## src/rtl/gpio_regs_pkg.sv

```systemverilog
package gpio_regs_pkg;

  // --------------------
  // Bus and port types
  // --------------------

  // Byte address on the AXI bus
  typedef logic [8:0] addr_t;

  // Word offset, byte address without its two low bits
  typedef logic [6:0] word_addr_t;

  typedef logic [31:0] data_t;
  typedef logic [1:0]  resp_t;
  typedef logic [31:0] gpio_t;

  // One bit per interrupt channel
  typedef logic [1:0] irq_vec_t;

  localparam int NUM_IRQ_CH = 2;

  // --------------------
  // Response codes
  // --------------------

  localparam resp_t RESP_OKAY   = 2'b00;
  localparam resp_t RESP_SLVERR = 2'b10;

  // --------------------
  // Register word offsets
  // --------------------

  localparam word_addr_t REG_GPIO_DATA  = 7'd0;
  localparam word_addr_t REG_GPIO_TRI   = 7'd1;
  localparam word_addr_t REG_GPIO2_DATA = 7'd2;
  localparam word_addr_t REG_GPIO2_TRI  = 7'd3;

  // Interrupt block, word 75 left unmapped
  localparam word_addr_t REG_IRQ_STAT  = 7'd71;
  localparam word_addr_t REG_IRQ_TRAP  = 7'd72;
  localparam word_addr_t REG_IRQ_MASK  = 7'd73;
  localparam word_addr_t REG_IRQ_FORCE = 7'd74;
  localparam word_addr_t REG_IRQ_TRIG  = 7'd76;

  // Returned on reads of an unmapped offset
  localparam data_t UNMAPPED_DATA = 32'hDEADBEEF;

endpackage

```

## src/rtl/axil_ctrl.sv

```systemverilog
`timescale 1ns/1ps
`default_nettype none

module axil_ctrl
  import gpio_regs_pkg::*;
(
  input  logic       aclk,
  input  logic       aresetn,
  input  addr_t      awaddr,
  input  logic       awvalid,
  output logic       awready,
  input  data_t      wdata,
  input  logic       wvalid,
  output logic       wready,
  output resp_t      bresp,
  output logic       bvalid,
  input  logic       bready,
  input  addr_t      araddr,
  input  logic       arvalid,
  output logic       arready,
  output data_t      rdata,
  output resp_t      rresp,
  output logic       rvalid,
  input  logic       rready,
  output logic       wr_req,
  output word_addr_t wr_addr,
  output data_t      wr_data,
  input  logic       wr_hit,
  output logic       rd_req,
  output word_addr_t rd_addr,
  input  logic       rd_hit,
  input  data_t      rd_data
);

  // --------------------
  // Write FSM
  // --------------------

  // WR_ADDR holds an address and waits for data, WR_DATA the reverse
  typedef enum logic [2:0] {
    WR_RESET,
    WR_IDLE,
    WR_ADDR,
    WR_DATA,
    WR_REQ,
    WR_DEC,
    WR_RESP
  } wr_state_t;

  wr_state_t wr_state;
  wr_state_t wr_state_next;
  logic      wr_accept;
  logic      aw_take;
  logic      w_take;

  always_ff @(posedge aclk) begin
    if (!aresetn) begin
      wr_state <= WR_RESET;
    end else begin
      wr_state <= wr_state_next;
    end
  end

  always_comb begin
    case (wr_state)
      WR_RESET: wr_state_next = WR_IDLE;
      WR_IDLE: begin
        if (awvalid && wvalid) begin
          wr_state_next = WR_REQ;
        end else if (awvalid) begin
          wr_state_next = WR_ADDR;
        end else if (wvalid) begin
          wr_state_next = WR_DATA;
        end else begin
          wr_state_next = WR_IDLE;
        end
      end
      WR_ADDR: wr_state_next = wvalid ? WR_REQ : WR_ADDR;
      WR_DATA: wr_state_next = awvalid ? WR_REQ : WR_DATA;
      WR_REQ:  wr_state_next = WR_DEC;
      WR_DEC:  wr_state_next = WR_RESP;
      WR_RESP: wr_state_next = bready ? WR_IDLE : WR_RESP;
      default: wr_state_next = WR_RESET;
    endcase
  end

  assign aw_take   = awvalid && (wr_state == WR_IDLE || wr_state == WR_DATA);
  assign w_take    = wvalid && (wr_state == WR_IDLE || wr_state == WR_ADDR);
  assign wr_accept = (wr_state != WR_REQ) && (wr_state_next == WR_REQ);

  // Address and data held until the next accepted write
  always_ff @(posedge aclk) begin
    if (aw_take) begin
      wr_addr <= awaddr[8:2];
    end
    if (w_take) begin
      wr_data <= wdata;
    end
  end

  always_ff @(posedge aclk) begin
    if (!aresetn) begin
      awready <= 1'b0;
      wready  <= 1'b0;
      wr_req  <= 1'b0;
      bvalid  <= 1'b0;
      bresp   <= RESP_OKAY;
    end else begin
      awready <= (wr_state_next == WR_IDLE) || (wr_state_next == WR_DATA);
      wready  <= (wr_state_next == WR_IDLE) || (wr_state_next == WR_ADDR);
      wr_req  <= wr_accept;
      bvalid  <= (wr_state_next == WR_RESP);
      if (wr_state == WR_DEC) begin
        bresp <= wr_hit ? RESP_OKAY : RESP_SLVERR;
      end
    end
  end

  // --------------------
  // Read FSM
  // --------------------

  typedef enum logic [2:0] {
    RD_RESET,
    RD_IDLE,
    RD_REQ,
    RD_DEC,
    RD_RESP
  } rd_state_t;

  rd_state_t rd_state;
  rd_state_t rd_state_next;
  logic      ar_take;

  always_ff @(posedge aclk) begin
    if (!aresetn) begin
      rd_state <= RD_RESET;
    end else begin
      rd_state <= rd_state_next;
    end
  end

  always_comb begin
    case (rd_state)
      RD_RESET: rd_state_next = RD_IDLE;
      RD_IDLE:  rd_state_next = arvalid ? RD_REQ : RD_IDLE;
      RD_REQ:   rd_state_next = RD_DEC;
      RD_DEC:   rd_state_next = RD_RESP;
      RD_RESP:  rd_state_next = rready ? RD_IDLE : RD_RESP;
      default:  rd_state_next = RD_RESET;
    endcase
  end

  assign ar_take = arvalid && (rd_state == RD_IDLE);

  always_ff @(posedge aclk) begin
    if (ar_take) begin
      rd_addr <= araddr[8:2];
    end
  end

  // Data and response latched once, held under back-pressure
  always_ff @(posedge aclk) begin
    if (!aresetn) begin
      arready <= 1'b0;
      rd_req  <= 1'b0;
      rvalid  <= 1'b0;
      rresp   <= RESP_OKAY;
      rdata   <= '0;
    end else begin
      arready <= (rd_state_next == RD_IDLE);
      rd_req  <= ar_take;
      rvalid  <= (rd_state_next == RD_RESP);
      if (rd_state == RD_DEC) begin
        rresp <= rd_hit ? RESP_OKAY : RESP_SLVERR;
        rdata <= rd_data;
      end
    end
  end

endmodule

`default_nettype wire

```

## src/rtl/gpio_addr_decode.sv

```systemverilog
`timescale 1ns/1ps
`default_nettype none

module gpio_addr_decode
  import gpio_regs_pkg::*;
(
  input  logic       aclk,
  input  logic       aresetn,
  input  logic       wr_req,
  input  word_addr_t wr_addr,
  input  logic       rd_req,
  input  word_addr_t rd_addr,
  input  gpio_t      gpio_data_in_q,
  input  gpio_t      gpio_tri,
  input  gpio_t      gpio2_data_in_q,
  input  gpio_t      gpio2_tri,
  input  irq_vec_t   irq_int,
  input  irq_vec_t   irq_trap,
  input  irq_vec_t   irq_mask,
  input  irq_vec_t   irq_force,
  input  irq_vec_t   irq_trig,
  output logic       wr_hit,
  output logic       rd_hit,
  output logic       gpio_data_we,
  output logic       gpio_tri_we,
  output logic       gpio2_data_we,
  output logic       gpio2_tri_we,
  output logic       trap_we,
  output logic       mask_we,
  output logic       force_we,
  output logic       trig_we,
  output data_t      rd_data
);

  function automatic logic is_mapped(input word_addr_t addr);
    is_mapped = (addr <= REG_GPIO2_TRI) ||
                (addr >= REG_IRQ_STAT && addr <= REG_IRQ_FORCE) ||
                (addr == REG_IRQ_TRIG);
  endfunction

  assign wr_hit = is_mapped(wr_addr);
  assign rd_hit = is_mapped(rd_addr);

  // Strobes, one per writable register
  assign gpio_data_we  = wr_req && (wr_addr == REG_GPIO_DATA);
  assign gpio_tri_we   = wr_req && (wr_addr == REG_GPIO_TRI);
  assign gpio2_data_we = wr_req && (wr_addr == REG_GPIO2_DATA);
  assign gpio2_tri_we  = wr_req && (wr_addr == REG_GPIO2_TRI);
  assign trap_we       = wr_req && (wr_addr == REG_IRQ_TRAP);
  assign mask_we       = wr_req && (wr_addr == REG_IRQ_MASK);
  assign force_we      = wr_req && (wr_addr == REG_IRQ_FORCE);
  assign trig_we       = wr_req && (wr_addr == REG_IRQ_TRIG);

  // Data words return the sampled input, not the output register
  always_ff @(posedge aclk) begin
    if (aresetn && rd_req) begin
      case (rd_addr)
        REG_GPIO_DATA:  rd_data <= gpio_data_in_q;
        REG_GPIO_TRI:   rd_data <= gpio_tri;
        REG_GPIO2_DATA: rd_data <= gpio2_data_in_q;
        REG_GPIO2_TRI:  rd_data <= gpio2_tri;
        REG_IRQ_STAT:   rd_data <= data_t'(irq_int);
        REG_IRQ_TRAP:   rd_data <= data_t'(irq_trap);
        REG_IRQ_MASK:   rd_data <= data_t'(irq_mask);
        REG_IRQ_FORCE:  rd_data <= data_t'(irq_force);
        REG_IRQ_TRIG:   rd_data <= data_t'(irq_trig);
        default:        rd_data <= UNMAPPED_DATA;
      endcase
    end
  end

endmodule

`default_nettype wire

```

## src/rtl/gpio_port_regs.sv

```systemverilog
`timescale 1ns/1ps
`default_nettype none

module gpio_port_regs
  import gpio_regs_pkg::*;
(
  input  logic  aclk,
  input  logic  aresetn,
  input  data_t wr_data,
  input  logic  gpio_data_we,
  input  logic  gpio_tri_we,
  input  logic  gpio2_data_we,
  input  logic  gpio2_tri_we,
  input  gpio_t gpio_data_in,
  input  gpio_t gpio2_data_in,
  output gpio_t gpio_data_out,
  output gpio_t gpio_tri,
  output gpio_t gpio2_data_out,
  output gpio_t gpio2_tri,
  output gpio_t gpio_data_in_q,
  output gpio_t gpio2_data_in_q
);

  // --------------------
  // Output and tri-state
  // --------------------

  always_ff @(posedge aclk) begin
    if (!aresetn) begin
      gpio_data_out  <= '0;
      gpio_tri       <= '0;
      gpio2_data_out <= '0;
      gpio2_tri      <= '0;
    end else begin
      if (gpio_data_we) gpio_data_out <= wr_data;
      if (gpio_tri_we) gpio_tri <= wr_data;
      if (gpio2_data_we) gpio2_data_out <= wr_data;
      if (gpio2_tri_we) gpio2_tri <= wr_data;
    end
  end

  // Input sampling, every cycle
  always_ff @(posedge aclk) begin
    gpio_data_in_q  <= gpio_data_in;
    gpio2_data_in_q <= gpio2_data_in;
  end

endmodule

`default_nettype wire

```

## src/rtl/gpio_irq_status.sv

```systemverilog
`timescale 1ns/1ps
`default_nettype none

module gpio_irq_status
  import gpio_regs_pkg::*;
(
  input  logic     aclk,
  input  logic     aresetn,
  input  data_t    wr_data,
  input  logic     trap_we,
  input  logic     mask_we,
  input  logic     force_we,
  input  logic     trig_we,
  input  irq_vec_t stat_in,
  output irq_vec_t irq_int,
  output irq_vec_t irq_trap,
  output irq_vec_t irq_mask,
  output irq_vec_t irq_force,
  output irq_vec_t irq_trig,
  output logic     irq
);

  irq_vec_t stat_s1;
  irq_vec_t stat_s2;
  irq_vec_t wr_bits;
  irq_vec_t trap_set;
  irq_vec_t trap_clr;

  assign wr_bits = wr_data[NUM_IRQ_CH-1:0];

  // Two sample stages; s2 only serves the edge detect
  always_ff @(posedge aclk) begin
    if (!aresetn) begin
      stat_s1 <= '0;
      stat_s2 <= '0;
    end else begin
      stat_s1 <= stat_in;
      stat_s2 <= stat_s1;
    end
  end

  // Level when trig is 0, rising edge when trig is 1
  assign trap_set = irq_force | (stat_s1 & (~stat_s2 | ~irq_trig));
  assign trap_clr = trap_we ? wr_bits : '0;

  // --------------------
  // Channel registers
  // --------------------

  always_ff @(posedge aclk) begin
    if (!aresetn) begin
      irq_trap  <= '0;
      irq_mask  <= '0;
      irq_force <= '0;
      irq_trig  <= '0;
    end else begin
      // A clear wins over a set in the same cycle
      irq_trap  <= (irq_trap | trap_set) & ~trap_clr;
      irq_force <= force_we ? wr_bits : '0;
      if (mask_we) irq_mask <= wr_bits;
      if (trig_we) irq_trig <= wr_bits;
    end
  end

  // Masked status, then the combined interrupt
  always_ff @(posedge aclk) begin
    if (!aresetn) begin
      irq_int <= '0;
      irq     <= 1'b0;
    end else begin
      irq_int <= irq_trap & irq_mask;
      irq     <= |irq_int;
    end
  end

endmodule

`default_nettype wire

```

## src/rtl/gpio_interrupt_regs.sv

```systemverilog
`timescale 1ns/1ps
`default_nettype none

module gpio_interrupt_regs
  import gpio_regs_pkg::*;
(
  input  logic     aclk,
  input  logic     aresetn,
  // AXI4-Lite slave
  input  addr_t    s_axi_awaddr,
  input  logic     s_axi_awvalid,
  output logic     s_axi_awready,
  input  data_t    s_axi_wdata,
  input  logic     s_axi_wvalid,
  output logic     s_axi_wready,
  output resp_t    s_axi_bresp,
  output logic     s_axi_bvalid,
  input  logic     s_axi_bready,
  input  addr_t    s_axi_araddr,
  input  logic     s_axi_arvalid,
  output logic     s_axi_arready,
  output data_t    s_axi_rdata,
  output resp_t    s_axi_rresp,
  output logic     s_axi_rvalid,
  input  logic     s_axi_rready,
  // GPIO ports and interrupt
  input  gpio_t    gpio_data_in,
  output gpio_t    gpio_data_out,
  output gpio_t    gpio_tri,
  input  gpio_t    gpio2_data_in,
  output gpio_t    gpio2_data_out,
  output gpio_t    gpio2_tri,
  input  irq_vec_t stat_in,
  output logic     irq
);

  logic       wr_req;
  logic       rd_req;
  logic       wr_hit;
  logic       rd_hit;
  word_addr_t wr_addr;
  word_addr_t rd_addr;
  data_t      wr_data;
  data_t      rd_data;

  logic gpio_data_we;
  logic gpio_tri_we;
  logic gpio2_data_we;
  logic gpio2_tri_we;
  logic trap_we;
  logic mask_we;
  logic force_we;
  logic trig_we;

  gpio_t    gpio_data_in_q;
  gpio_t    gpio2_data_in_q;
  irq_vec_t irq_int;
  irq_vec_t irq_trap;
  irq_vec_t irq_mask;
  irq_vec_t irq_force;
  irq_vec_t irq_trig;

  axil_ctrl u_ctrl (
    .aclk    (aclk),
    .aresetn (aresetn),
    .awaddr  (s_axi_awaddr),
    .awvalid (s_axi_awvalid),
    .awready (s_axi_awready),
    .wdata   (s_axi_wdata),
    .wvalid  (s_axi_wvalid),
    .wready  (s_axi_wready),
    .bresp   (s_axi_bresp),
    .bvalid  (s_axi_bvalid),
    .bready  (s_axi_bready),
    .araddr  (s_axi_araddr),
    .arvalid (s_axi_arvalid),
    .arready (s_axi_arready),
    .rdata   (s_axi_rdata),
    .rresp   (s_axi_rresp),
    .rvalid  (s_axi_rvalid),
    .rready  (s_axi_rready),
    .wr_req  (wr_req),
    .wr_addr (wr_addr),
    .wr_data (wr_data),
    .wr_hit  (wr_hit),
    .rd_req  (rd_req),
    .rd_addr (rd_addr),
    .rd_hit  (rd_hit),
    .rd_data (rd_data)
  );

  // Register map and readback
  gpio_addr_decode u_decode (
    .aclk            (aclk),
    .aresetn         (aresetn),
    .wr_req          (wr_req),
    .wr_addr         (wr_addr),
    .rd_req          (rd_req),
    .rd_addr         (rd_addr),
    .gpio_data_in_q  (gpio_data_in_q),
    .gpio_tri        (gpio_tri),
    .gpio2_data_in_q (gpio2_data_in_q),
    .gpio2_tri       (gpio2_tri),
    .irq_int         (irq_int),
    .irq_trap        (irq_trap),
    .irq_mask        (irq_mask),
    .irq_force       (irq_force),
    .irq_trig        (irq_trig),
    .wr_hit          (wr_hit),
    .rd_hit          (rd_hit),
    .gpio_data_we    (gpio_data_we),
    .gpio_tri_we     (gpio_tri_we),
    .gpio2_data_we   (gpio2_data_we),
    .gpio2_tri_we    (gpio2_tri_we),
    .trap_we         (trap_we),
    .mask_we         (mask_we),
    .force_we        (force_we),
    .trig_we         (trig_we),
    .rd_data         (rd_data)
  );

  gpio_port_regs u_ports (
    .aclk            (aclk),
    .aresetn         (aresetn),
    .wr_data         (wr_data),
    .gpio_data_we    (gpio_data_we),
    .gpio_tri_we     (gpio_tri_we),
    .gpio2_data_we   (gpio2_data_we),
    .gpio2_tri_we    (gpio2_tri_we),
    .gpio_data_in    (gpio_data_in),
    .gpio2_data_in   (gpio2_data_in),
    .gpio_data_out   (gpio_data_out),
    .gpio_tri        (gpio_tri),
    .gpio2_data_out  (gpio2_data_out),
    .gpio2_tri       (gpio2_tri),
    .gpio_data_in_q  (gpio_data_in_q),
    .gpio2_data_in_q (gpio2_data_in_q)
  );

  gpio_irq_status u_irq (
    .aclk      (aclk),
    .aresetn   (aresetn),
    .wr_data   (wr_data),
    .trap_we   (trap_we),
    .mask_we   (mask_we),
    .force_we  (force_we),
    .trig_we   (trig_we),
    .stat_in   (stat_in),
    .irq_int   (irq_int),
    .irq_trap  (irq_trap),
    .irq_mask  (irq_mask),
    .irq_force (irq_force),
    .irq_trig  (irq_trig),
    .irq       (irq)
  );

endmodule

`default_nettype wire

```

## config.mk

```make
export PLATFORM = sky130hd
export DESIGN_NAME = gpio_interrupt_regs
export DESIGN_NICKNAME = d
export VERILOG_FILES = /design/src/rtl/gpio_regs_pkg.sv /design/src/rtl/axil_ctrl.sv /design/src/rtl/gpio_addr_decode.sv /design/src/rtl/gpio_port_regs.sv /design/src/rtl/gpio_irq_status.sv /design/src/rtl/gpio_interrupt_regs.sv
export SDC_FILE = /design/constraint.sdc
export NUM_CORES = 1
export LEC_CHECK = 0
export BUFFER_PORTS_ARGS = -buffer_cell sky130_fd_sc_hd__buf_4
export CAP_MARGIN = 5
export CORE_MARGIN = 4
export CORE_UTILIZATION = 25
export DETAILED_ROUTE_END_ITERATION = 8
export PLACE_DENSITY_LB_ADDON = 0.3
export RECOVER_POWER = 100
export REMOVE_ABC_BUFFERS = 1
export SETUP_SLACK_MARGIN = 0.5
export SLEW_MARGIN = 15
export SYNTH_ARGS = -nofsm -noshare
export SYNTH_HDL_FRONTEND = slang
export SYNTH_HIERARCHICAL = 1
export SYNTH_SLANG_ARGS = --single-unit
```

## constraint.sdc

```tcl
create_clock -name aclk -period 3.3 [get_ports aclk]
set_clock_uncertainty 0.05 [all_clocks]
set_input_delay 0.495 -clock aclk [delete_from_list [all_inputs] [get_ports aclk]]
set_output_delay 0.495 -clock aclk [all_outputs]
set_load 0.03 [all_outputs]
```

==> Word level (Yosys, flattened, before mapping) <==
Cells that the tools add are included.
{ "classes": {"magnitude_cmp": 6, "eq_ne": 33, "muxes": 14, "bitwise_logic": 9, "reduce_logical": 30} }
{ "op_table": {"columns": ["operator", "count"], "rows": [
  ["one-hot mux 32 bit (9 select lines)", 1],
  ["equality test 7 bit, second input constant", 9],
  ["equality test 7 x 2 -> 1 bit, second input constant", 4],
  ["equality test 3 bit, second input constant", 7],
  ["one-hot mux 3 bit (7 select lines)", 1],
  ["equality test 3 x 2 -> 1 bit, second input constant", 6],
  ["two-way mux 3 bit", 6],
  ["logical AND 1 bit", 16],
  ["one-hot mux 3 bit (5 select lines)", 1],
  ["equality test 7 x 1 -> 1 bit, second input constant", 2],
  ["greater-or-equal comparator 7 bit, second input constant", 2],
  ["<= comparator 7 x 2 -> 1 bit, second input constant", 2],
  ["<= comparator 7 bit, second input constant", 2],
  ["logical NOT 7 bit", 2],
  ["equality test 3 x 1 -> 1 bit, second input constant", 4],
  ["two-way mux 2 bit", 5],
  ["logical OR 1 bit", 8],
  ["AND 2 bit", 3],
  ["logical NOT 3 bit", 2],
  ["NOT 2 bit", 3],
  ["bitwise OR 2 bit", 3],
  ["inequality test 3 bit, second input constant", 1],
  ["AND reduction 2 bit", 1],
  ["OR reduction 2 bit", 1]
]} }
{ "word_totals": {"regBits": 334, "input_bits": 123, "out_inout_bits": 170} }

==> Longest topological paths before layout <==
Gate-level depths: netlist of run 1.
{ "logic_depth": {"depth_word": 6, "ltp_mapped": 7, "mapped_depth_nobuf": 6} }

==> Hierarchy <==
The synthesis of run 1 kept the hierarchy.
{ "modules_own_cells": {"columns": ["module", "n_inst", "cells_per_inst", "area_each_um2", "seq_area_each_um2"], "rows": [
  ["gpio_port_regs", 1, 478, 6279.8, 3843.7],
  ["axil_ctrl", 1, 262, 3215.6, 2322.2],
  ["gpio_addr_decode", 1, 178, 2334.7, 960.9],
  ["gpio_irq_status", 1, 39, 479.2, 300.3]
]} }

==> Worst setup path after synthesis of run 1 <==
Ideal clock, no wire load.
{ "synth_timing": {"kind": "reg-to-reg", "start": "register u_ctrl.wr_state[1]", "end": "register u_ctrl.wr_data[0] (enable)", "setup_ns": 0.468, "arrival_ns": 2.931, "t_required_ns": 2.782, "slack_ns": -0.149, "path_stages_with_launch": 4, "path_buffers": 1, "cell_sequence": "dfxtp_1 -> buf_6 -> xnor2_1 -> nor3b_1"} }
{ "synth_between": {"elab_chain_len": 3} }
{ "synth_lines": {"columns": ["item", "line_no", "text"], "rows": [
  ["start: declaration", "axil_ctrl.sv:50", "wr_state_t wr_state;"],
  ["start signal: assignment", "axil_ctrl.sv:60", "wr_state <= wr_state_next;"],
  ["equality test 3 x 1 -> 1 bit / equality test 3 x 2 -> 1 bit (equally long branches)", "axil_ctrl.sv:88", "assign w_take = wvalid && (wr_state == WR_IDLE || wr_state == WR_ADDR);"],
  ["logical OR 1 bit *", "axil_ctrl.sv:88", null],
  ["logical AND 1 bit *", "axil_ctrl.sv:88", null],
  ["via u_ctrl.w_take", "axil_ctrl.sv:54", "logic w_take;"],
  ["end signal: assignment", "axil_ctrl.sv:97", "wr_data <= wdata;"],
  ["end: declaration", "axil_ctrl.sv:27", "output data_t wr_data,"]
]} }
The timed path passes the listed nets; every way through them passes the cells marked *.
A chain may end at the register's enable or synchronous reset.

==> Worst setup path in the final report of run 1 <==
{ "layout_timing": {"start": "register u_ctrl.wr_addr[2]", "end": "register u_ports.gpio2_data_out[16]"} }
{ "layout_between": {"elab_chain_len": 2} }
{ "layout_lines": {"columns": ["item", "line_no", "text"], "rows": [
  ["start: declaration", "axil_ctrl.sv:26", "output word_addr_t wr_addr,"],
  ["start signal: assignment", "axil_ctrl.sv:94", "wr_addr <= awaddr[8:2];"],
  ["equality test 7 x 2 -> 1 bit", "gpio_addr_decode.sv:47", "assign gpio2_data_we = wr_req && (wr_addr == REG_GPIO2_DATA);"],
  ["logical AND 1 bit", "gpio_addr_decode.sv:47", null],
  ["via gpio2_data_we", "gpio_interrupt_regs.sv:48", "logic gpio2_data_we;"],
  ["end signal: assignment", "gpio_port_regs.sv:37", "if (gpio2_data_we) gpio2_data_out <= wr_data;"],
  ["end: declaration", "gpio_port_regs.sv:18", "output gpio_t gpio2_data_out,"]
]} }
The timed path passes the listed nets, and every way through them passes these cells.

==> out/qor.yml, run 1 <==
status: "complete, but fails checks"
violations: "max-capacitance violations, max-slew violations"
cp_cell_sequence: "nor3_1 -> nand3_1 -> nor2_4 -> clkbuf_2 -> mux2i_1 -> nor2b_1"
maxCapViolCount: 1
r2r_cells: 6
track_usage_pct: 13.3
fillCellCount: 5058
synthArstFlopShare_pct: 0
finalWirelength_mm: 35.7
worst_pin_slew_ns: 1.69
sw_frac_of_total_pct: 22.2
first_pass_iters: 4
internal-power_mw: 7.43
worst_hold_path.num_cells: 1
yosysUniqueCellTypes: 58
hp-class: "in2reg"
slew_violations: 44
critPathCaptureType: "flop"
period_needed_ns: 2.57
layout-area-overhead-vs-synth_pct: 32.5
pwr-share-clk_pct: 48.1
synth.yosys.seq_area_share_pct: 60.3
fmaxAchievable_mhz: 389
final_antenna_net_count: 0
min_period_over_period_pct: 77.9
yosys-top-cells-area: "dfxtp_1 (41%), edfxtp_1 (19%), mux2i_1 (11%)"
rsz0062_at_grt: "no"
ir_drop_mv: 0.300
start_util_pct: 25.2
cp_data_required_time_ns: 3.68
p_sw_mw: 2.12
overflow: 0
drt_iter0_drc: 270
drive_gt1_share_pct: 18.6
layout_common_cells: "dfxtp_1 (254), clkbuf_1 (183), mux2i_1 (135)"
finalHoldViolCount: 0
dpl.hpwl_mm: 24.5
synth_area_per_cell_um2: 12.9
syn_inst: 957
hp-start: "s_axi_wdata[28]"
rr_endpoint: "u_ports/gpio2_data_out[16]$_SDFFE_PN0P_"
holdPathEnd: "u_ctrl/wr_data[28]$_DFFE_PP_"
grt_pass1_vias: 8837
place_congestion: 0.748
cts_buffers: 40
placed_cell_area_um2: 15000
fp.dieH_um: 230
hold_ws_ns: 0.0952
grt_pass1_wl_mm: 54.1
antenna_found_initial: 2
start_kind: "flop"
rr_startpoint: "u_ctrl/wr_addr[2]$_DFFE_PP_"
max_slew_margin_pct: -12.7
wl_per_cell_um: 17.8
layout_commonest_cell: "dfxtp_1"
cts_resized: 0
ys_warn_count: 6
pwr-share-seq_pct: 46.0
io_pins: 293
synth_largest_area_cell: "dfxtp_1"
critPathBufInv: 1
p_comb_share_pct: 5.8
clk_pin_slew_ns: 0.06
criticalPathCategory: "reg2reg"
arrival_ns: 2.95
synth_edf_count: 78
netlist_area_um2: 12300
final_area_um2: 16300
yosys.area.top_type_share_pct: 41.3
cts_sinks: 332
final_nets: 1436
clock_path_buffers: 3
die_x_um: 230
clk_latency_ns: 0.54
cp_top_family: "simple AND/OR/NAND/NOR gates"
cp_max_fo: 19
via_per_inst: 4.16
rrSetupSlack_ns: 0.73
die_area_um2: 52900
cts_tree: "yes"
grt_max_degree: 88
vias: 8362
slowest_stage: "clkbuf_2"
core_um2: 48800
setup_violations: 0
drc: 0
max_stage_delay_ns: 0.75
row_count: 81
port_buffers: 286
leakage_nw: 5.51
power_density_nw_per_um2: 586
cts_root_buf: "clkbuf_16"
htreeDepth: 2
yosys_register_bits: 332
synth_ff_type: "dfxtp_1"
[sequential cells by signal, summed over array words and instances (netlist names), 3 cells and up]
register                 flops
u_ctrl/rd_addr               7
u_ctrl/rd_state              3
u_ctrl/rdata                32
u_ctrl/wr_addr               7
u_ctrl/wr_data              32
u_ctrl/wr_state              3
u_decode/rd_data            32
u_ports/gpio2_data_in_q     32
u_ports/gpio2_data_out      32
u_ports/gpio2_tri           32
u_ports/gpio_data_in_q      32
u_ports/gpio_data_out       32
u_ports/gpio_tri            32
[how the worst max path moves through the flow]
stage | from | end | slack, ns | depth (start not counted)
2_1_floorplan | u_ctrl/wr_addr[2]$_DFFE_PP_ | u_ports/gpio_data_out[0]$_SDFFE_PN0P_ | -1.22 | 5
3_3_place_gp | u_ctrl/wr_addr[2]$_DFFE_PP_ | u_ports/gpio_data_out[19]$_SDFFE_PN0P_ | 1.05 | 6
3_5_place_dp | u_ctrl/wr_addr[2]$_DFFE_PP_ | u_ports/gpio_data_out[23]$_SDFFE_PN0P_ | 0.98 | 6
4_1_cts | u_ctrl/wr_addr[2]$_DFFE_PP_ | u_ports/gpio_data_out[23]$_SDFFE_PN0P_ | 0.98 | 6
5_1_grt | u_ctrl/rd_state[2]$_SDFF_PN0_ | u_ctrl/rdata[9]$_SDFFE_PN0N_ | 0.41 | 4
6_report | u_ctrl/wr_addr[2]$_DFFE_PP_ | u_ports/gpio2_data_out[16]$_SDFFE_PN0P_ | 0.73 | 6
[repair_timing]
action	CTS	global route
buffers inserted	0	0
hold endpoints to repair	64	0
hold buffers	64	0
[per-stage QoR]
step | setup TNS [ns] | setup slack (ns) | util (%) | cells | total power, mW
3_5_place_dp | 0 | 0.979 | 30.6 | 1870 | 5.03
6_report | 0 | 0.728 | 33.4 | 2009 | 9.55
5_1_grt | 0 | 0.413 | 33.4 | 2009 | 9.93
4_1_cts | 0 | 0.975 | 34.8 | 2008 | 9.76
2_1_floorplan | -47.39 | -1.22 | - | 897 | 4.72
3_3_place_gp | 0 | 1.05 | 30.6 | 1870 | 5.02
[cell families after synthesis]
| family | after synthesis | share of synthesized area [%] |
|---|---|---|
| other | 1 | 0.0305 |
| muxes | 168 | 17.0 |
| AOI/OAI and AO/OA | 91 | 4.67 |
| xor gates and xnor gates | 1 | 0.0712 |
| and+or+nand+nor | 275 | 12.6 |
| DFF | 332 | 60.3 |
| buffers and inverters | 87 | 5.18 |
| adders and majority gates | 2 | 0.183 |
[worst register-to-register path: stages, from the launching register on]
cell	delay, ns
edfxtp_1	0.44
nor3_1	0.27
nand3_1	0.38
nor2_4	0.22
clkbuf_2	0.75
mux2i_1	0.30
nor2b_1	0.06
[synth_stat cells, drive strengths merged (3+ instances only)]
cell type / n
nor3: 8
nand3b: 3
buf: 52
a2bb2oi: 4
o21ai: 27
edfxtp: 78
and3: 6
dfxtp: 254
nand2: 71
mux4: 32
and2: 14
nor2b: 135
clkbuf: 9
nand2b: 5
nor3b: 5
a22oi: 3
inv: 25
a21oi: 41
nor2: 17
mux2i: 135
[area by class of cell]
type	instances	area (um^2)	share of cell area, %
Sequential cell	332	7430	45.5
Multi-Input combinational cell	539	4270	26.2
Timing Repair Buffer	373	2270	13.9
Clock buffer	58	1200	7.36
Tap cell	664	831	5.09
Clock inverter	16	206	1.27
Inverter	26	97.6	0.598
Antenna cell	1	2.50	0.0153
[power by group through the flow]
stage / Combinational (mW) / Sequential [mW] / Clock (mW)
floorplan: 0.217 / 4.51 / 0
global placement: 0.537 / 4.48 / 0
detailed placement: 0.542 / 4.49 / 0
CTS: 0.605 / 4.40 / 4.76
global route: 0.608 / 4.41 / 4.90
finish: 0.557 / 4.40 / 4.60
[per-layer routing]
| layer | GRT usage, % | vias to the layer above | share of wire (%) |
|---|---|---|---|
| li1 | - | 4030 | - |
| met2 | 21.3 | 272 | 46 |
| met3 | 4.83 | 63 | 8.3 |
| met4 | 4.22 | 2 | 2.5 |
| met5 | 0 | - | 0.056 |
| met1 | 16.7 | 3995 | 44 |
No activity file was read; power rests on OpenSTA's default activity.
==> inputs of run 2 (changes only) <==
Clock period 3.3 ns to 2.3 ns, I/O delays scaled along.
==> out/qor.yml, run 2 (synthesized netlist as in run 1, its figures left out) <==
use_met1_pct: 18.7  # was 16.7%
cp_data_required_time_ns: 2.68  # was 3.68 ns
layout_common_cells: "dfxtp_1 (253), clkbuf_1 (181), nor2b_1 (135)"  # was dfxtp_1 (254), clkbuf_1 (183), mux2i_1 (135)
clock_path_buffers: 3  # unchanged
vias: 8740  # was 8,362
fin_ws_ns: 0.260  # was 0.728 ns
fmaxAchievable_mhz: 490  # was 389 MHz
row_count: 81  # unchanged
via_per_inst: 4.16  # about the same
final_nets: 1526  # was 1,436
start_kind: "flop"  # unchanged
layout_commonest_cell: "dfxtp_1"  # unchanged
start_util_pct: 25.2  # unchanged
p_comb_share_pct: 6.8  # was 5.8%
status: "finished clean"  # was complete, but fails checks
pre_cts_ws_ns: 0.226  # was 0.979 ns
cp_max_fo: 6  # was 19
grt_pass1_wl_mm: 57.8  # was 54.1 mm
die_area_um2: 52900  # unchanged
criticalPathCategory: "reg2reg"  # unchanged
port_buffers: 286  # unchanged
power_density_nw_per_um2: 781  # was 586 nW/um^2
slew_violations: 0  # was 44
r2r_cells: 8  # was 6
clk_latency_ns: 0.55  # was 0.54 ns
rr_startpoint: "u_ctrl/wr_addr[6]$_DFFE_PP_"  # was u_ctrl/wr_addr[2]$_DFFE_PP_
grt_use_met3_pct: 5.18  # was 4.83%
wl_per_cell_um: 19.5  # was 17.8 um
antenna_found_initial: 3  # was 2
drt_iter0_drc: 417  # was 270
power.total_mw: 14.0  # was 9.55 mW
setup_violations: 0  # unchanged
p_sw_mw: 3.14  # was 2.12 mW
ir_drop_mv: 0.583  # was 0.300 mV
layout-area-overhead-vs-synth_pct: 45.2  # was 32.5%
die_x_um: 230  # unchanged
period_needed_ns: 2.04  # was 2.57 ns
worst_pin_slew_ns: 0.986  # was 1.69 ns
cts_root_buf: "clkbuf_16"  # unchanged
fp.dieH_um: 230  # unchanged
core_um2: 48800  # unchanged
rrSetupSlack_ns: 0.26  # was 0.73 ns
busiest_layer: "met2"  # unchanged
leakage_nw: 6.14  # was 5.51 nW
place_congestion: 0.747  # was 0.748
finalHoldViolCount: 0  # unchanged
overflow: 0  # unchanged
dpl.hpwl_mm: 24.3  # was 24.5 mm
placed_cell_area_um2: 15100  # was 15,000 um^2
drc: 0  # unchanged
finalWirelength_mm: 40.9  # was 35.7 mm
critPathCaptureType: "flop"  # unchanged
cts_tree: "yes"  # unchanged
pwr-share-clk_pct: 48.0  # was 48.1%
grt_max_degree: 66  # was 88
internal-power_mw: 10.8  # was 7.43 mW
first_pass_iters: 4  # unchanged
min_period_over_period_pct: 88.7  # was 77.9%
arrival_ns: 2.42  # was 2.95 ns
grt_pass1_vias: 9016  # was 8,837
max_slew_margin_pct: 34.3  # was -12.7%
track_usage_pct: 14.5  # was 13.3%
pwr-share-seq_pct: 45.2  # was 46.0%
htreeDepth: 2  # unchanged
final_antenna_net_count: 0  # unchanged
drive_gt1_share_pct: 23.0  # was 18.6%
hp-start: "aresetn"  # was s_axi_wdata[28]
maxCapViolCount: 0  # was 1
sw_frac_of_total_pct: 22.5  # was 22.2%
rsz0062_at_grt: "yes"  # was no
hp-class: "in2reg"  # unchanged
io_pins: 293  # unchanged
final_area_um2: 17900  # was 16,300 um^2
worst_hold_path.num_cells: 2  # was 1
rr_endpoint: "u_ports/gpio2_data_out[27]$_SDFFE_PN0P_"  # was u_ports/gpio2_data_out[16]$_SDFFE_PN0P_
cts_buffers: 40  # unchanged
hold_ws_ns: 0.0752  # was 0.0952 ns
use_met2_pct: 23.5  # was 21.3%
clk_pin_slew_ns: 0.07  # was 0.06 ns
holdPathEnd: "u_ctrl/rd_req$_SDFF_PN0_"  # was u_ctrl/wr_data[28]$_DFFE_PP_
cts_sinks: 332  # unchanged
==> run 2: changes by cell type in the layout (fill, tap and decap cells not counted), moves of 7 or more <==
cell           change
o21ai_2           +20
clkbuf_2           -7
buf_6              +7
buf_12            +20
clkbuf_16          +9
inv_2              +8
buf_16            +12
inv_1              -8
dlygate4sd3_1     +48
o21ai_0           -21
==> run 2: cell type report <==
cell class	count	area, um^2
Antenna cell	2	5.00
Clock buffer	58	1210
Clock inverter	16	210
Fill cell	4967	31000
Inverter	26	97.6
Multi-Input combinational cell	539	4360
Sequential cell	332	7430
Tap cell	664	831
Timing Repair Buffer	463	3740
==> run 2: metrics by stage <==
step           setup TNS [ns]  utilization (%)  instances
2_1_floorplan         -226.86                -        897
3_3_place_gp                0             31.0       1873
3_5_place_dp                0             31.0       1873
4_1_cts                     0             37.3       2086
5_1_grt                     0             36.6       2100
6_report                    0             36.6       2100
==> run 2: worst max-delay path by stage <==
stage	startpoint	endpoint	slack (ns)
6_report	u_ctrl/wr_addr[6]$_DFFE_PP_	u_ports/gpio2_data_out[27]$_SDFFE_PN0P_	0.26
5_1_grt	u_ctrl/rd_addr[0]$_DFFE_PP_	u_decode/rd_data[1]$_DFFE_PP_	0.14
4_1_cts	u_ctrl/wr_addr[6]$_DFFE_PP_	u_ports/gpio_tri[6]$_SDFFE_PN0P_	0.41
3_5_place_dp	u_ctrl/wr_addr[3]$_DFFE_PP_	u_ports/gpio_data_out[7]$_SDFFE_PN0P_	0.23
3_3_place_gp	u_ctrl/wr_addr[3]$_DFFE_PP_	u_ports/gpio_data_out[7]$_SDFFE_PN0P_	0.27
2_1_floorplan	u_ctrl/wr_addr[2]$_DFFE_PP_	u_ports/gpio_data_out[0]$_SDFFE_PN0P_	-2.22
==> run 2: power groups by stage <==
stage / Combinational, mW / Clock [mW] / Sequential [mW]
after floorplan: 0.311 / 0 / 6.47
after global routing: 1.03 / 7.16 / 6.32
after detailed placement: 0.801 / 0 / 6.43
final: 0.953 / 6.70 / 6.30
after CTS: 1.00 / 6.92 / 6.31
after global placement: 0.796 / 0 / 6.43
==> run 2: per-layer routing <==
metal	wire, um	vias to the layer above
li1	-	4227
met1	18200	4217
met2	19000	249
met3	3060	45
met4	634	2
met5	13	-
==> run 2: what timing repair did <==
item                                    4_1_cts  5_1_grt
endpoints found under the setup margin      160      171
setup buffers                                18        4
pin swaps                                     7       11
hold endpoints to repair                    112        0
hold buffers                                112        0
cloned                                        9        8
gates resized for setup                      34       46
==> run 2: critical path, stage by stage (launching register included) <==
cell,delay [ns]
edfxtp_1,0.39
nor3_1,0.30
nand3_2,0.19
buf_6,0.18
nor2_1,0.17
buf_12,0.18
clkbuf_16,0.19
mux2i_1,0.21
nor2b_1,0.06
==> inputs of run 3 (changes only) <==
Settings changed: HOLD_SLACK_MARGIN set to 0.05.
Clock period 2.3 ns to 1.9 ns, I/O delays scaled along.
==> out/qor.yml, run 3 (synthesized netlist as in run 1, its figures left out) <==
status: "complete, but fails checks"  # was finished clean
violations: "negative setup slack"
fin_ws_ns: -0.00920  # was 0.260 ns
hp-start: "s_axi_rready"  # was aresetn
finalHoldViolCount: 0  # unchanged
rsz0062_at_grt: "yes"  # unchanged
dpl.hpwl_mm: 24.8  # was 24.3 mm
slowest_stage: "edfxtp_1"  # unchanged
maxCapViolCount: 0  # unchanged
start_kind: "flop"  # unchanged
drc: 0  # unchanged
leakage_nw: 7.41  # was 6.14 nW
port_buffers: 286  # unchanged
ir_drop_mv: 0.684  # was 0.583 mV
clk_latency_ns: 0.55  # about the same
hp-class: "in2reg"  # unchanged
r2r_cells: 8  # unchanged
htreeDepth: 2  # unchanged
layout-area-overhead-vs-synth_pct: 62.7  # was 45.2%
fp.dieH_um: 230  # unchanged
overflow: 0  # unchanged
cts_root_buf: "clkbuf_16"  # unchanged
rr_endpoint: "u_ports/gpio_data_out[15]$_SDFFE_PN0P_"  # was u_ports/gpio2_data_out[27]$_SDFFE_PN0P_
grt_pass1_vias: 9596  # was 9,016
io_pins: 293  # unchanged
layout_commonest_cell: "buf_6"  # was dfxtp_1
fmaxAchievable_mhz: 524  # was 490 MHz
cts_buffers: 39  # was 40
layout_common_cells: "buf_6 (163), dfxtp_2 (152), nor2b_1 (134)"  # was dfxtp_1 (253), clkbuf_1 (181), nor2b_1 (135)
finalCoreUtilization_pct: 41.0  # was 36.6%
first_pass_iters: 5  # was 4
cp_max_fo: 5  # was 6
critPathCaptureType: "flop"  # unchanged
start_util_pct: 25.2  # unchanged
slew_violations: 0  # unchanged
antenna_found_initial: 3  # unchanged
core_um2: 48800  # unchanged
wl_per_cell_um: 19.8  # was 19.5 um
grt_max_degree: 86  # was 66
max_stage_delay_ns: 0.44  # was 0.39 ns
track_usage_pct: 15.4  # was 14.5%
arrival_ns: 2.30  # was 2.42 ns
setup_violations: 1  # was 0
grt_pass1_wl_mm: 61.4  # was 57.8 mm
worst_hold_path.num_cells: 4  # was 2
finalNonFillerCells: 2181  # was 2,100
worst_pin_slew_ns: 0.676  # was 0.986 ns
cts_tree: "yes"  # unchanged
rrSetupSlack_ns: -0.009  # was 0.26 ns
rr_startpoint: "u_ctrl/wr_addr[6]$_DFFE_PP_"  # unchanged
cpMostUsedCell: "nor3_4"
drt_iter0_drc: 371  # was 417
clock_path_buffers: 3  # unchanged
die_x_um: 230  # unchanged
via_per_inst: 4.19  # was 4.16
cp_data_required_time_ns: 2.29  # was 2.68 ns
cp_top_family: "simple AND/OR/NAND/NOR gates"  # unchanged
power_density_nw_per_um2: 821  # was 781 nW/um^2
finalWirelength_mm: 43.2  # was 40.9 mm
critPathBufInv: 3  # unchanged
drive_gt1_share_pct: 48.5  # was 23.0%
row_count: 81  # unchanged
criticalPathCategory: "reg2reg"  # unchanged
dp.cells: 1884  # was 1,873
cp_cell_sequence: "nor3_4 -> nand3_4 -> nor3_4 -> buf_6 -> buf_12 -> buf_16 -> mux2i_1 -> nor2b_1"  # was nor3_1 -> nand3_2 -> buf_6 -> nor2_1 -> buf_12 -> clkbuf_16 -> mux2i_1 -> nor2b_1
period_needed_ns: 1.91  # was 2.04 ns
final_antenna_net_count: 0  # unchanged
holdPathEnd: "u_ctrl/rvalid$_SDFF_PN0_"  # was u_ctrl/rd_req$_SDFF_PN0_
clk_pin_slew_ns: 0.06  # was 0.07 ns
fillCellCount: 4651  # was 4,967
final_nets: 1610  # was 1,526
max_slew_margin_pct: 54.9  # was 34.3%
vias: 9135  # was 8,740
place_congestion: 0.731  # was 0.747
cts_sinks: 332  # unchanged
die_area_um2: 52900  # unchanged
min_period_over_period_pct: 100  # was 88.7%
==> run 3: cell types whose count changed in the layout (fill, tap and decap cells not counted), moves of 4 or more <==
| cell | change |
|---|---|
| o21ai_0 | -4 |
| and2_4 | +5 |
| clkbuf_16 | -5 |
| dfxtp_1 | -158 |
| dfxtp_2 | +151 |
| buf_8 | +5 |
| buf_12 | +7 |
| clkbuf_1 | -140 |
| o21ai_1 | +4 |
| dfxtp_4 | +7 |
| buf_4 | +59 |
| buf_6 | +156 |
==> run 3: worst max-delay path by stage <==
stage	startpoint	endpoint	slack (ns)	cells past startpoint
after global routing	u_ctrl/wr_addr[6]$_DFFE_PP_	u_ports/gpio_data_out[23]$_SDFFE_PN0P_	-0.10	8
after floorplan	u_ctrl/wr_addr[2]$_DFFE_PP_	u_ports/gpio_data_out[0]$_SDFFE_PN0P_	-2.62	5
final	u_ctrl/wr_addr[6]$_DFFE_PP_	u_ports/gpio_data_out[15]$_SDFFE_PN0P_	-0.009	8
after global placement	u_ctrl/wr_addr[3]$_DFFE_PP_	u_ports/gpio2_data_out[3]$_SDFFE_PN0P_	-0.04	7
after CTS	u_ctrl/wr_addr[3]$_DFFE_PP_	u_ports/gpio2_tri[8]$_SDFFE_PN0P_	0.02	7
after detailed placement	u_ctrl/wr_addr[3]$_DFFE_PP_	u_ports/gpio_data_out[9]$_SDFFE_PN0P_	-0.08	6
==> run 3: worst reg2reg max path: stages, from the launching register on <==
cell and delay, ns:
edfxtp_1 0.44, nor3_4 0.26, nand3_4 0.13, nor3_4 0.20, buf_6 0.20, buf_12 0.13, buf_16 0.13, mux2i_1 0.20
nor2b_1 0.07
==> run 3: cell type report <==
| type | count | area [um^2] | area share, % |
|---|---|---|---|
| clock inverters | 11 | 121 | 0.606 |
| clock buffers | 58 | 1110 | 5.53 |
| diodes | 3 | 7.51 | 0.0375 |
| flip-flops and latches | 332 | 7640 | 38.2 |
| multi-input cells | 539 | 4550 | 22.7 |
| inverters | 26 | 97.6 | 0.487 |
| well taps | 664 | 831 | 4.15 |
| repair buffers | 548 | 5670 | 28.3 |
==> run 3: timing repair <==
action	CTS	global route
hold buffers	115	0
setup endpoints to repair	392	365
endpoints found under the hold margin	115	0
pin swaps	18	23
setup buffers	72	18
resized for setup	233	237
cloned	13	7
==> run 3: where the power goes <==
| part | switching [mW] | internal, mW | total [mW] |
|---|---|---|---|
| logic | 0.664 | 0.851 | 1.51 |
| registers | 0.171 | 7.47 | 7.64 |
| clock network | 2.98 | 4.31 | 7.29 |
| total | 3.82 | 12.6 | 16.4 |
==> run 3: metal layers <==
| layer | vias up | routed length, um | global-route usage (%) | share of wire (%) |
|---|---|---|---|---|
| met5 | - | 0 | 0 | 0 |
| li1 | 4393 | - | - | - |
| met1 | 4413 | 19200 | 19.9 | 44 |
| met2 | 262 | 20400 | 25.5 | 47 |
| met4 | 0 | 854 | 4.14 | 2.0 |
| met3 | 67 | 2770 | 4.50 | 6.4 |
==> run 3: per-stage QoR <==
stage | hold slack [ns] | total power [mW] | setup WS, ns | setup TNS, ns | cell area, um^2
3_5_place_dp | 0.341 | 8.79 | -0.0758 | -2.64 | 15300
6_report | 0.145 | 16.4 | -0.00920 | -0.00920 | 20000
5_1_grt | 0.163 | 17.1 | -0.103 | -5.15 | 20000
4_1_cts | 0.0950 | 16.7 | 0.0230 | 0 | 19200
2_1_floorplan | 0.263 | 8.21 | -2.62 | -304.06 | 11800
3_3_place_gp | 0.341 | 8.78 | -0.0391 | -1.23 | 15300
